$ cat src/rtl/noc_addr_pkg.sv
//========================================
// 4x4 mesh only; tile id sits in the top 4 address bits
// row above col, then a 28-bit in-tile offset
//========================================
`default_nettype none

package noc_addr_pkg;

    localparam int ROW_W    = 2;   // 4 rows
    localparam int COL_W    = 2;   // 4 cols
    localparam int OFFSET_W = 28;  // in-tile byte offset

    typedef struct packed {
        logic [ROW_W-1:0] row;
        logic [COL_W-1:0] col;
    } t_tile_id;

    // routing view of an address
    typedef struct packed {
        logic [ROW_W-1:0]    row;     // bits 31:30
        logic [COL_W-1:0]    col;     // bits 29:28
        logic [OFFSET_W-1:0] offset;
    } t_addr_fields;

    // raw word for agents, field view for the router
    typedef union packed {
        logic [ROW_W+COL_W+OFFSET_W-1:0] raw;
        t_addr_fields                    fields;
    } t_addr;

endpackage

`default_nettype wire
$ cat src/rtl/router_pkg.sv
//========================================
// port numbering doubles as the source index inside fifo_arb
// opcode is carried through, never decoded by the router
//========================================
`default_nettype none

package router_pkg;

    import noc_addr_pkg::*;

    localparam int NUM_PORTS = 5;

    // 5 ports, index into every per-port array
    typedef enum logic [2:0] {
        PORT_NORTH = 3'd0,
        PORT_EAST  = 3'd1,
        PORT_SOUTH = 3'd2,
        PORT_WEST  = 3'd3,
        PORT_LOCAL = 3'd4
    } t_port;

    typedef enum logic [1:0] {
        OP_RD     = 2'd0,
        OP_WR     = 2'd1,
        OP_RD_RSP = 2'd2,
        OP_WR_RSP = 2'd3
    } t_opcode;

    localparam int DATA_W = 32;

    // 70 bits on the wire
    typedef struct packed {
        t_addr             addr;          // 32
        logic [DATA_W-1:0] data;          // 32
        t_opcode           opcode;        // 2
        t_tile_id          requestor_id;  // 4
    } t_tile_trans;

    //========================================
    // per-source FIFO sizing
    //========================================
    localparam int FIFO_DEPTH = 2;
    localparam int FIFO_PTR_W = $clog2(FIFO_DEPTH);      // read/write pointer
    localparam int FIFO_CNT_W = $clog2(FIFO_DEPTH + 1);  // occupancy 0..FIFO_DEPTH

endpackage

`default_nettype wire

$ cat src/rtl/route_req_if.sv
//========================================
// one bundle per input port
// ready_by_out bit j comes from the arbiter of output j
//========================================
`timescale 1ns/100ps
`default_nettype none

interface route_req_if;

    import router_pkg::*;

    logic                 valid;         // route register holds an item
    t_tile_trans          trans;         // the registered item
    t_port                dest;          // output picked by xy decode
    logic [NUM_PORTS-1:0] ready_by_out;  // per-output FIFO has room for us

    // route stage side
    modport route (
        output valid, trans, dest,
        input  ready_by_out
    );

    // arbiter side
    modport arb (
        input  valid, trans, dest,
        output ready_by_out
    );

endinterface

`default_nettype wire

$ cat src/rtl/xy_route.sv
//========================================
// single-entry stage, row-first dimension-ordered routing
// item leaves only when the arbiter at dest has room
//========================================
`timescale 1ns/100ps
`default_nettype none

module xy_route (
    input  logic                    clk,
    input  logic                    rst_n,
    input  noc_addr_pkg::t_tile_id  local_tile_id,
    input  logic                    in_valid,
    input  router_pkg::t_tile_trans in_trans,
    output logic                    in_ready,
    route_req_if.route              req
);

    import noc_addr_pkg::*;
    import router_pkg::*;

    t_addr in_addr;    // field view of incoming address
    t_port next_dest;  // decoded before the register
    logic  drain;      // held item moves on this cycle

    assign in_addr = in_trans.addr;

    // row first, then col, else it's ours
    always_comb begin
        if (in_addr.fields.row > local_tile_id.row) begin
            next_dest = PORT_NORTH;
        end else if (in_addr.fields.row < local_tile_id.row) begin
            next_dest = PORT_SOUTH;
        end else if (in_addr.fields.col > local_tile_id.col) begin
            next_dest = PORT_EAST;
        end else if (in_addr.fields.col < local_tile_id.col) begin
            next_dest = PORT_WEST;
        end else begin
            next_dest = PORT_LOCAL;
        end
    end

    assign drain    = req.valid && req.ready_by_out[req.dest];
    assign in_ready = !req.valid || drain;  // state only, never in_valid

    always_ff @(posedge clk or negedge rst_n) begin
        if (!rst_n) begin
            req.valid <= 1'b0;
        end else if (in_ready) begin
            req.valid <= in_valid;  // refill or go empty
        end
    end

    // payload + dest latched together
    always_ff @(posedge clk) begin
        if (in_valid && in_ready) begin
            req.trans <= in_trans;
            req.dest  <= next_dest;
        end
    end

endmodule

`default_nettype wire

$ cat src/flat_wrapper.sv
// flat-port wrapper written by rule: the top's interface ports become plain ports
module xy_route_flat import noc_addr_pkg::*; import router_pkg::*;
  (clk, rst_n, local_tile_id, in_valid, in_trans, in_ready, req_valid, req_trans, req_dest, req_ready_by_out);
  route_req_if req_i ();
  input  logic clk;
  input  logic rst_n;
  input  noc_addr_pkg::t_tile_id local_tile_id;
  input  logic in_valid;
  input  router_pkg::t_tile_trans in_trans;
  output logic in_ready;
  output wire logic [$bits(req_i.valid)-1:0] req_valid;
  output wire logic [$bits(req_i.trans)-1:0] req_trans;
  output wire logic [$bits(req_i.dest)-1:0] req_dest;
  input wire logic [$bits(req_i.ready_by_out)-1:0] req_ready_by_out;
  assign req_valid = req_i.valid;
  assign req_trans = req_i.trans;
  assign req_dest = req_i.dest;
  assign req_i.ready_by_out = req_ready_by_out;
  xy_route u_core (.clk(clk), .rst_n(rst_n), .local_tile_id(local_tile_id), .in_valid(in_valid), .in_trans(in_trans), .in_ready(in_ready), .req(req_i));
endmodule
$ cat config.mk
export PLATFORM = sky130hd
export DESIGN_NAME = xy_route_flat
export DESIGN_NICKNAME = d
export VERILOG_FILES = /design/src/rtl/noc_addr_pkg.sv /design/src/rtl/router_pkg.sv /design/src/rtl/route_req_if.sv /design/src/rtl/xy_route.sv /design/src/flat_wrapper.sv
export SDC_FILE = /design/constraint.sdc
export NUM_CORES = 1
export LEC_CHECK = 0
export BUFFER_PORTS_ARGS = -buffer_cell sky130_fd_sc_hd__buf_2
export CORE_UTILIZATION = 41
export CTS_BUF_LIST = sky130_fd_sc_hd__clkbuf_16
export DETAILED_ROUTE_END_ITERATION = 10
export PLACE_DENSITY = 0.86
export RECOVER_POWER = 25
export SETUP_SLACK_MARGIN = 0.2
export SLEW_MARGIN = 30
export SYNTH_ARGS = -nofsm -noshare
export SYNTH_HDL_FRONTEND = slang
export SYNTH_SLANG_ARGS = --single-unit
$ cat constraint.sdc
create_clock -name clk -period 6.1 [get_ports clk]
set_clock_uncertainty 0.15 [all_clocks]
set_input_delay 0.915 -clock clk [delete_from_list [all_inputs] [get_ports clk]]
set_output_delay 0.915 -clock clk [all_outputs]
set_load 0.01 [all_outputs]
# --- Word-level counts from Yosys, hierarchy flattened ---
# Cells that the tools add are included.
totals:
  reg_bits: 74
  output_inout_bits: 75
  inputBits: 82
  word_cells: 25
classes:
  mux: 5
  n_reduce_logical: 6
  order_cmp: 5
ops:
  columns: ["operator", "count"]
  rows:
  - ["greater-than comparator 2 bit", 2]
  - ["< comparator 2 bit", 2]
  - ["< comparator 3 x 4 -> 1 bit (second input constant)", 1]
  - ["two-way mux 2 bit", 2]
  - ["binary-select mux 1 bit (select 3 bit)", 1]
  - ["two-way mux 3 bit", 1]
  - ["OR reduction 3 bit", 1]
  - ["logical AND 1 bit", 2]
  - ["OR reduction 2 bit", 1]
  - ["zero test 1 bit", 1]
  - ["logical OR 1 bit", 1]
  - ["two-way mux 1 bit", 1]

# --- Depth between registers and ports, before layout ---
# Gate-level depths: netlist (run 1).
depth:
  ltp_word: 5
  ltp_mapped: 5
  depth_no_buf: 5

# --- Least setup slack after synthesis (run 1) ---
# No wires, ideal clock.
synth_timing:
  kind: "input to register"
  from: "input req_ready_by_out[3]"
  to: "register u_core.req.dest[0] (enable)"
  path_buffers: 0
  t_arrival_ns: 5.160
  t_required_ns: 5.402
  path_stages: 3
  setup_time_ns: 0.548
  path_slack_ns: 0.242
  path_cell_list: "mux2_2 nand3b_1 a31oi_1"
synth_between:
  elab_chain_cells: 5
synth_lines:
  columns: ["element", "line", "rtl"]
  rows:
  - ["from (decl)", "flat_wrapper.sv:14", "input wire logic [$bits(req_i.ready_by_out)-1:0] req_ready_by_out;"]
  - ["binary-select mux 1 bit (select 3 bit)", "xy_route.sv:42", "assign drain = req.valid && req.ready_by_out[req.dest];"]
  - ["two-way mux 1 bit (implied by the code)", "xy_route.sv:42", null]
  - ["logical AND 1 bit", "xy_route.sv:42", null]
  - ["logical OR 1 bit", "xy_route.sv:43", "assign in_ready = !req.valid || drain;"]
  - ["logical AND 1 bit", "xy_route.sv:55", "if (in_valid && in_ready) begin"]
  - ["to (signal assigned)", "xy_route.sv:57", "req.dest <= next_dest;"]
  - ["to (decl)", "route_req_if.sv:19", "output valid, trans, dest,"]
# No other way between the ends. The select of a mux whose other input is x is not followed.
# A chain may end at the register's enable or synchronous reset.

# --- Final worst setup path (run 1) ---
layout_timing:
  from: "input req_ready_by_out[2]"
  to: "output in_ready"
layout_between:
  elab_chain_cells: 4
layout_lines:
  columns: ["element", "line", "rtl"]
  rows:
  - ["binary-select mux 1 bit (select 3 bit)", "xy_route.sv:42", null]
  - ["two-way mux 1 bit (implied by the code)", "xy_route.sv:42", null]
  - ["logical AND 1 bit", "xy_route.sv:42", null]
  - ["logical OR 1 bit", "xy_route.sv:43", null]
  - ["to (decl)", "flat_wrapper.sv:10", "output logic in_ready;"]
# No other way between the ends. The select of a mux whose other input is x is not followed.

==> impl_metrics.py, run 1 <==
metrics = {
    "timing": {
        "hold_viol": 0,
        "worst_slew_pin_slew_ns": 0.8811,
        "slew-limit-headroom_pct": 41.26,
        "slew_viol_final": 0,
        "fin_crit_sh_pct": 44.92,
        "rsz0062_at_grt": "no",
        "finalCriticalPeriod_ns": 2.740,
        "fmax_ghz": 0.3650,
        "setup_viol": 0,
        "tns_ns": 0,
        "hold-worst-slack_ns": 0.2223,
    },
    "logic_synthesis": {
        "yosys.area.top_type": "edfxtp_1",
        "synth_common_cells": "edfxtp_1, inv_1, ha_1",
        "synth.area.top_cells": "edfxtp_1, ha_1, dfrtp_1, inv_1, nor2b_1",
        "async_flop_share_pct": 1.351,
        "ys_seq_elements": 74,
        "syn_nets": 187,
        "syn-instance-count": 101,
        "synth-main-ff-cell": "edfxtp_1",
        "syn-cell-area_sq_mm": 0.002415,
        "synth_most_common_cell": "edfxtp_1",
        "syn_avg_cell_area_sq_um": 23.91,
        "ys_seq_area_share_pct": 91.81,
        "synth-edff-count": 73,
        "synth.distinct_cells": 18,
        "synth.top_cell.area_share_pct": 90.78,
        "synth_warnings": 0,
    },
    "critical_path": {
        "reg2regPathDepth": 4,
        "critPathKind": "input pin to output port",
        "critPathMaxFanout": 3,
        "startpoint_type": "input pin",
        "worstPathRequired_ns": 5.03,
        "worst_ep_arrival_time_ns": 1.67,
        "end_kind": "output port",
    },
    "die": {
        "die_area_sq_mm": 0.006201,
        "std_cell_rows": 27,
        "coreArea_sq_mm": 0.005608,
        "fp.dieH_microns": 78.75,
        "die_w_microns": 78.75,
        "initial_core_util_pct": 43.06,
        "io_pins": 157,
    },
    "global_routing": {
        "antenna_found_initial": 0,
        "grt_pass1_vias": 1553,
        "grt_max_degree": 74,
        "grt_pass1_wl_microns": 7155,
        "gr-usage-all-layers_pct": 15.92,
        "grt-ovfl-total": 0,
    },
    "cells_and_area": {
        "final_net_count": 355,
        "num_antenna_cells": 0,
        "nFillCells": 436,
        "multi_input_area_sq_um": 190.2,
        "ff_latch_area_sq_mm": 0.002217,
        "final_layout_size_suffix_gt1_share_pct": 63.87,
        "area_delta_synth_final_pct": 49.90,
    },
    "run": {
        "maxCapViolCount": 0,
    },
    "detailed_routing": {
        "drtIter0Drc": 57,
        "via_per_inst": 4.540,
        "vias": 1571,
        "drcViolationCount": 0,
        "totalWireLength_microns": 4834,
        "wire_per_inst_microns": 13.97,
        "drt.antenna.violating_nets": 0,
        "dr.pass1.iters": 4,
    },
    "cts": {
        "cts_setup_buffers": 0,
        "ctsRootBufferMaster": "clkbuf_16",
        "clk_latency_ns": 0.31,
        "hold_buffers": 0,
        "clk_path_buf_depth": 2,
        "htree_levels": 3,
        "clkSinkCount": 74,
        "post_cts_resized": 0,
        "cts_buffers": 9,
        "cts_tree": "done",
        "clkSlewWorstSetupHoldPaths_ns": 0.05,
    },
    "power": {
        "ir_worst_vdd_mv": 0.2494,
        "powerDensity_mw_per_mm2": 351.6,
        "p_leak_nw": 1.576,
    },
    "outcome": {
        "status": "completed",
    },
    "placed_design": {
        "dp_hpwl_microns": 3687,
        "gp_congestion": 0.7433,
        "port_buffers": 156,
    },
    "worst_hold_path": {
        "hp-class": "input pin to asynchronous set/reset pin",
    },
}
==> stage by stage <==
step           setup slack, ns  total power, mW  cell area, sq um  utilization [%]  cells
6_report                 3.360            1.273              3620            64.55    346
5_1_grt                  3.298            1.326              3620            64.55    346
4_1_cts                  3.352            1.290              3620            64.55    346
3_5_place_dp             3.282           0.7550              3308            58.99    330
3_3_place_gp             3.333           0.7490              3308            58.99    330
2_1_floorplan           0.2419           0.6888              2415                -    101
==> worst max-delay path: stages <==
cell and delay (ns):
buf_2 0.10, mux2_2 0.25, nand3b_1 0.17, nand3_1 0.10, buf_2 0.15
==> cells in the final DEF, fill, tap and decap left out, drive strengths merged, types with 2 or more instances in the layout <==
master | Yosys | final
buf | 0 | 157
edfxtp | 73 | 73
clkbuf | 0 | 9
inv | 6 | 8
ha | 4 | 4
nor2b | 3 | 3
clkinv | 0 | 3
nand2 | 2 | 2
bufinv | 0 | 2
==> area by class of cell <==
type / instances / share of cell area, %
timing repair buffer: 157 / 21.78
sequential: 74 / 61.25
tap: 72 / 2.489
clock buffer: 9 / 6.222
clock inverter: 7 / 2.385
inverter: 6 / 0.6222
multi-input combinational: 21 / 5.254
==> registers in the layout (all words and copies together) (netlist names) <==
name and count:
u_core.req.dest 3, u_core.req.trans 70, u_core.req.valid 1
==> where the power goes <==
part / leakage, nW / switching (mW) / internal (mW) / total (mW)
logic: 0.720 / 0.0684 / 0.0519 / 0.120
clock network: 0.162 / 0.177 / 0.354 / 0.531
registers: 0.694 / 0.0104 / 0.611 / 0.622
total: 1.58 / 0.256 / 1.02 / 1.27
==> cells by family (layout without fill, tap and decap cells) <==
family | count (synthesis) | count (layout) | synth area share [%]
AO/OA/AOI/OAI | 5 | 5 | 1.710
AND/OR/NAND/NOR | 10 | 10 | 2.591
multiplexers | 2 | 2 | 0.8808
buffers and inverters | 6 | 179 | 0.9326
adder cells (fa/ha/maj) | 4 | 4 | 2.073
flip-flops | 74 | 74 | 91.81
==> path summary, 6_finish.rpt <==
check | startpoint | to | slack [ns]
min in group clk | u_core.req.dest[2] | u_core.req.valid | 0.56
worst max register to register | u_core.req.dest[0] | u_core.req.trans[68] | 3.75
worst max-delay path | req_ready_by_out[2] | in_ready | 3.36
worst min-delay path | rst_n | u_core.req.valid | 0.22
max in group asynchronous | rst_n | u_core.req.valid | 5.49
worst min register to register | u_core.req.dest[2] | u_core.req.valid | 0.56
==> layer usage <==
| metal | GRT usage, % | vias up | part of all wire (%) |
|---|---|---|---|
| met5 | 0 | - | 0 |
| li1 | - | 737 | - |
| met2 | 27.13 | 97 | 51 |
| met4 | 10.37 | 0 | 3.5 |
| met3 | 5.057 | 18 | 8.4 |
| met1 | 16.94 | 719 | 37 |
No activity file was read; power rests on OpenSTA's default activity.
==> inputs of run 2 (changes only) <==
- clock period: 6.1 -> 2.56 ns (I/O delays scaled with it)
==> run 2 against run 1 <==
  * Clock-buffer cell count unchanged
  * Worst setup slack got worse by 2.9 ns
  * Largest cell class unchanged
  * Clock power increased by 130%
  * Final cell count increased by 0.29%
  * Combinational power increased to 2.5 times the previous value
  * Utilization increased by 0.089 points
  * Critical path type is now flip-flop to output port
==> impl_metrics.py, run 2 (synthesis results as in run 1) <==
metrics = {
    "outcome": {
        "status": "completed",
    },
    "cells_and_area": {
        "top_regs": "u_core.req.trans x70, u_core.req.dest x3, u_core.req.valid x1",
        "final_cell_mix": "buf_2, edfxtp_1, clkbuf_16",
        "fin_cells": 347,
        "area_delta_synth_final_pct": 50.10,
        "final_net_count": 356,
        "post-route-cell-area_sq_mm": 0.003625,
        "largest_reg_flops": 70,
        "regMostFlops": "u_core.req.trans",
        "num_antenna_cells": 0,
        "postLayoutCoreUtil_pct": 64.64,
        "final_layout_size_suffix_gt1_share_pct": 64.00,
        "layout_commonest_cell": "buf_2",
    },
    "cts": {
        "clk_latency_ns": 0.32,
        "cts_tree": "done",
        "clkSinkCount": 74,
        "clkSlewWorstSetupHoldPaths_ns": 0.06,
        "clk_path_buf_depth": 2,
        "htree_levels": 3,
        "ctsRootBufferMaster": "clkbuf_16",
        "post_cts_resized": 0,
        "cts_buffers": 9,
    },
    "detailed_routing": {
        "dr.pass1.iters": 4,
        "drcViolationCount": 0,
        "via_per_inst": 4.611,
        "wire_per_inst_microns": 17.30,
        "drt.antenna.violating_nets": 0,
        "drtIter0Drc": 112,
        "vias": 1600,
        "totalWireLength_microns": 6004,
    },
    "die": {
        "coreArea_sq_mm": 0.005608,
        "die_area_sq_mm": 0.006201,
        "initial_core_util_pct": 43.06,
        "die_w_microns": 78.75,
        "io_pins": 157,
        "fp.dieH_microns": 78.75,
        "std_cell_rows": 27,
    },
    "timing": {
        "setup_viol": 0,
        "fin_crit_sh_pct": 80.96,
        "worst_slew_pin_slew_ns": 0.3680,
        "slew_viol_final": 0,
        "finalWorstSetupSlack_ns": 0.4874,
        "slew-limit-headroom_pct": 75.47,
        "finalCriticalPeriod_ns": 2.073,
        "hold_viol": 0,
        "fmax_ghz": 0.4825,
        "rsz0062_at_grt": "no",
    },
    "power": {
        "switching_power_mw": 0.6735,
        "ir_worst_vdd_mv": 0.3775,
        "combPwrFrac_pct": 10.0,
        "powerDensity_mw_per_mm2": 830.3,
        "intPower_mw": 2.336,
        "p_leak_nw": 1.565,
        "power.share.clock_pct": 40.7,
        "seq_power_share_pct": 49.3,
        "fin_total_pwr_mw": 3.009,
        "switching_share_pct": 22.38,
    },
    "critical_path": {
        "startpoint_type": "flip-flop",
        "critPathKind": "flip-flop to output port",
        "worst_ep_arrival_time_ns": 1.54,
        "critPathMaxFanout": 4,
        "worstPathRequired_ns": 2.03,
        "end_kind": "output port",
    },
    "placed_design": {
        "gp_congestion": 0.6903,
        "placed_cells": 330,
        "placed_area_sq_mm": 0.003321,
        "dp_hpwl_microns": 4254,
        "port_buffers": 156,
        "pre_cts_ws_ns": 0.5628,
    },
    "global_routing": {
        "antenna_found_initial": 0,
        "gr-usage-all-layers_pct": 19.97,
        "grt_pass1_wl_microns": 8473,
        "grt-ovfl-total": 0,
        "grt_pass1_vias": 1575,
        "grt_max_degree": 74,
    },
    "worst_hold_path": {
        "hp-class": "input pin to flip-flop",
    },
    "run": {
        "maxCapViolCount": 0,
    },
}
==> run 2: cell count changes in the layout (fill, tap and decap cells not counted) <==
cell | before | now
inv_1 | 8 | 6
clkinv_1 | 0 | 1
clkinvlp_4 | 0 | 1
dlygate4sd3_1 | 0 | 1
bufinv_16 | 2 | 1
buf_4 | 1 | 0
buf_12 | 0 | 1
inv_6 | 0 | 1
==> run 2: worst paths after layout <==
kind                               startpoint                   end  slack [ns]  cells past startpoint
setup reg to reg           u_core.req.dest[0]   u_core.req.trans[4]        0.55                      4
setup / recovery           u_core.req.dest[0]              in_ready        0.49                      4
max in group asynchronous               rst_n      u_core.req.valid        1.92                      2
hold / removal                   in_trans[45]  u_core.req.trans[45]        0.08                      1
min in group asynchronous               rst_n      u_core.req.valid        0.25                      2
hold reg to reg            u_core.req.dest[1]      u_core.req.valid        0.57                      2
==> run 2: area by class of cell <==
type,count,area [sq um]
clock buffers,9,225.2
clock inverters,7,68.82
fillers,429,1983
inverters,6,22.52
multi-input cells,21,190.2
flip-flops and latches,74,2217
well taps,72,90.09
repair buffers,158,810.8
==> run 2: stage by stage <==
step | hold WS [ns] | TNS (ns)
after floorplan | -0.06159 | -19.36
after global placement | 0.01350 | 0
after detailed placement | 0.01299 | 0
after CTS | 0.07055 | 0
after global routing | 0.06682 | 0
final | 0.08212 | 0
==> run 2: what timing repair did <==
item / 4_1_cts / 5_1_grt
hold buffers: 1 / 0
endpoints found under the hold margin: 1 / 0
setup buffers: 0 / 0
==> run 2: power by group through the flow <==
stage | Combinational (mW) | Sequential [mW] | Clock (mW)
final | 0.302 | 1.48 | 1.23
after global routing | 0.327 | 1.49 | 1.30
after CTS | 0.306 | 1.48 | 1.25
after detailed placement | 0.302 | 1.51 | 0
after global placement | 0.294 | 1.50 | 0
after floorplan | 0.0727 | 1.56 | 0
==> run 2: worst max-delay path, stage by stage, from the launching register on <==
cell and delay [ns]:
edfxtp_1 0.42, mux2_2 0.37, nand3b_1 0.18, nand3_1 0.09
buf_2 0.15
==> run 2: metal layers <==
metal  routed length [microns]  global-route usage [%]  up-vias  share of wire (%)
li1                          -                       -      742                  -
met1                      2264                   22.15      752                 38
met2                      3049                   33.30       94                 51
met3                       570                   8.851       12                9.5
met4                       119                   8.519        0                2.0
met5                         0                       0        -                  0
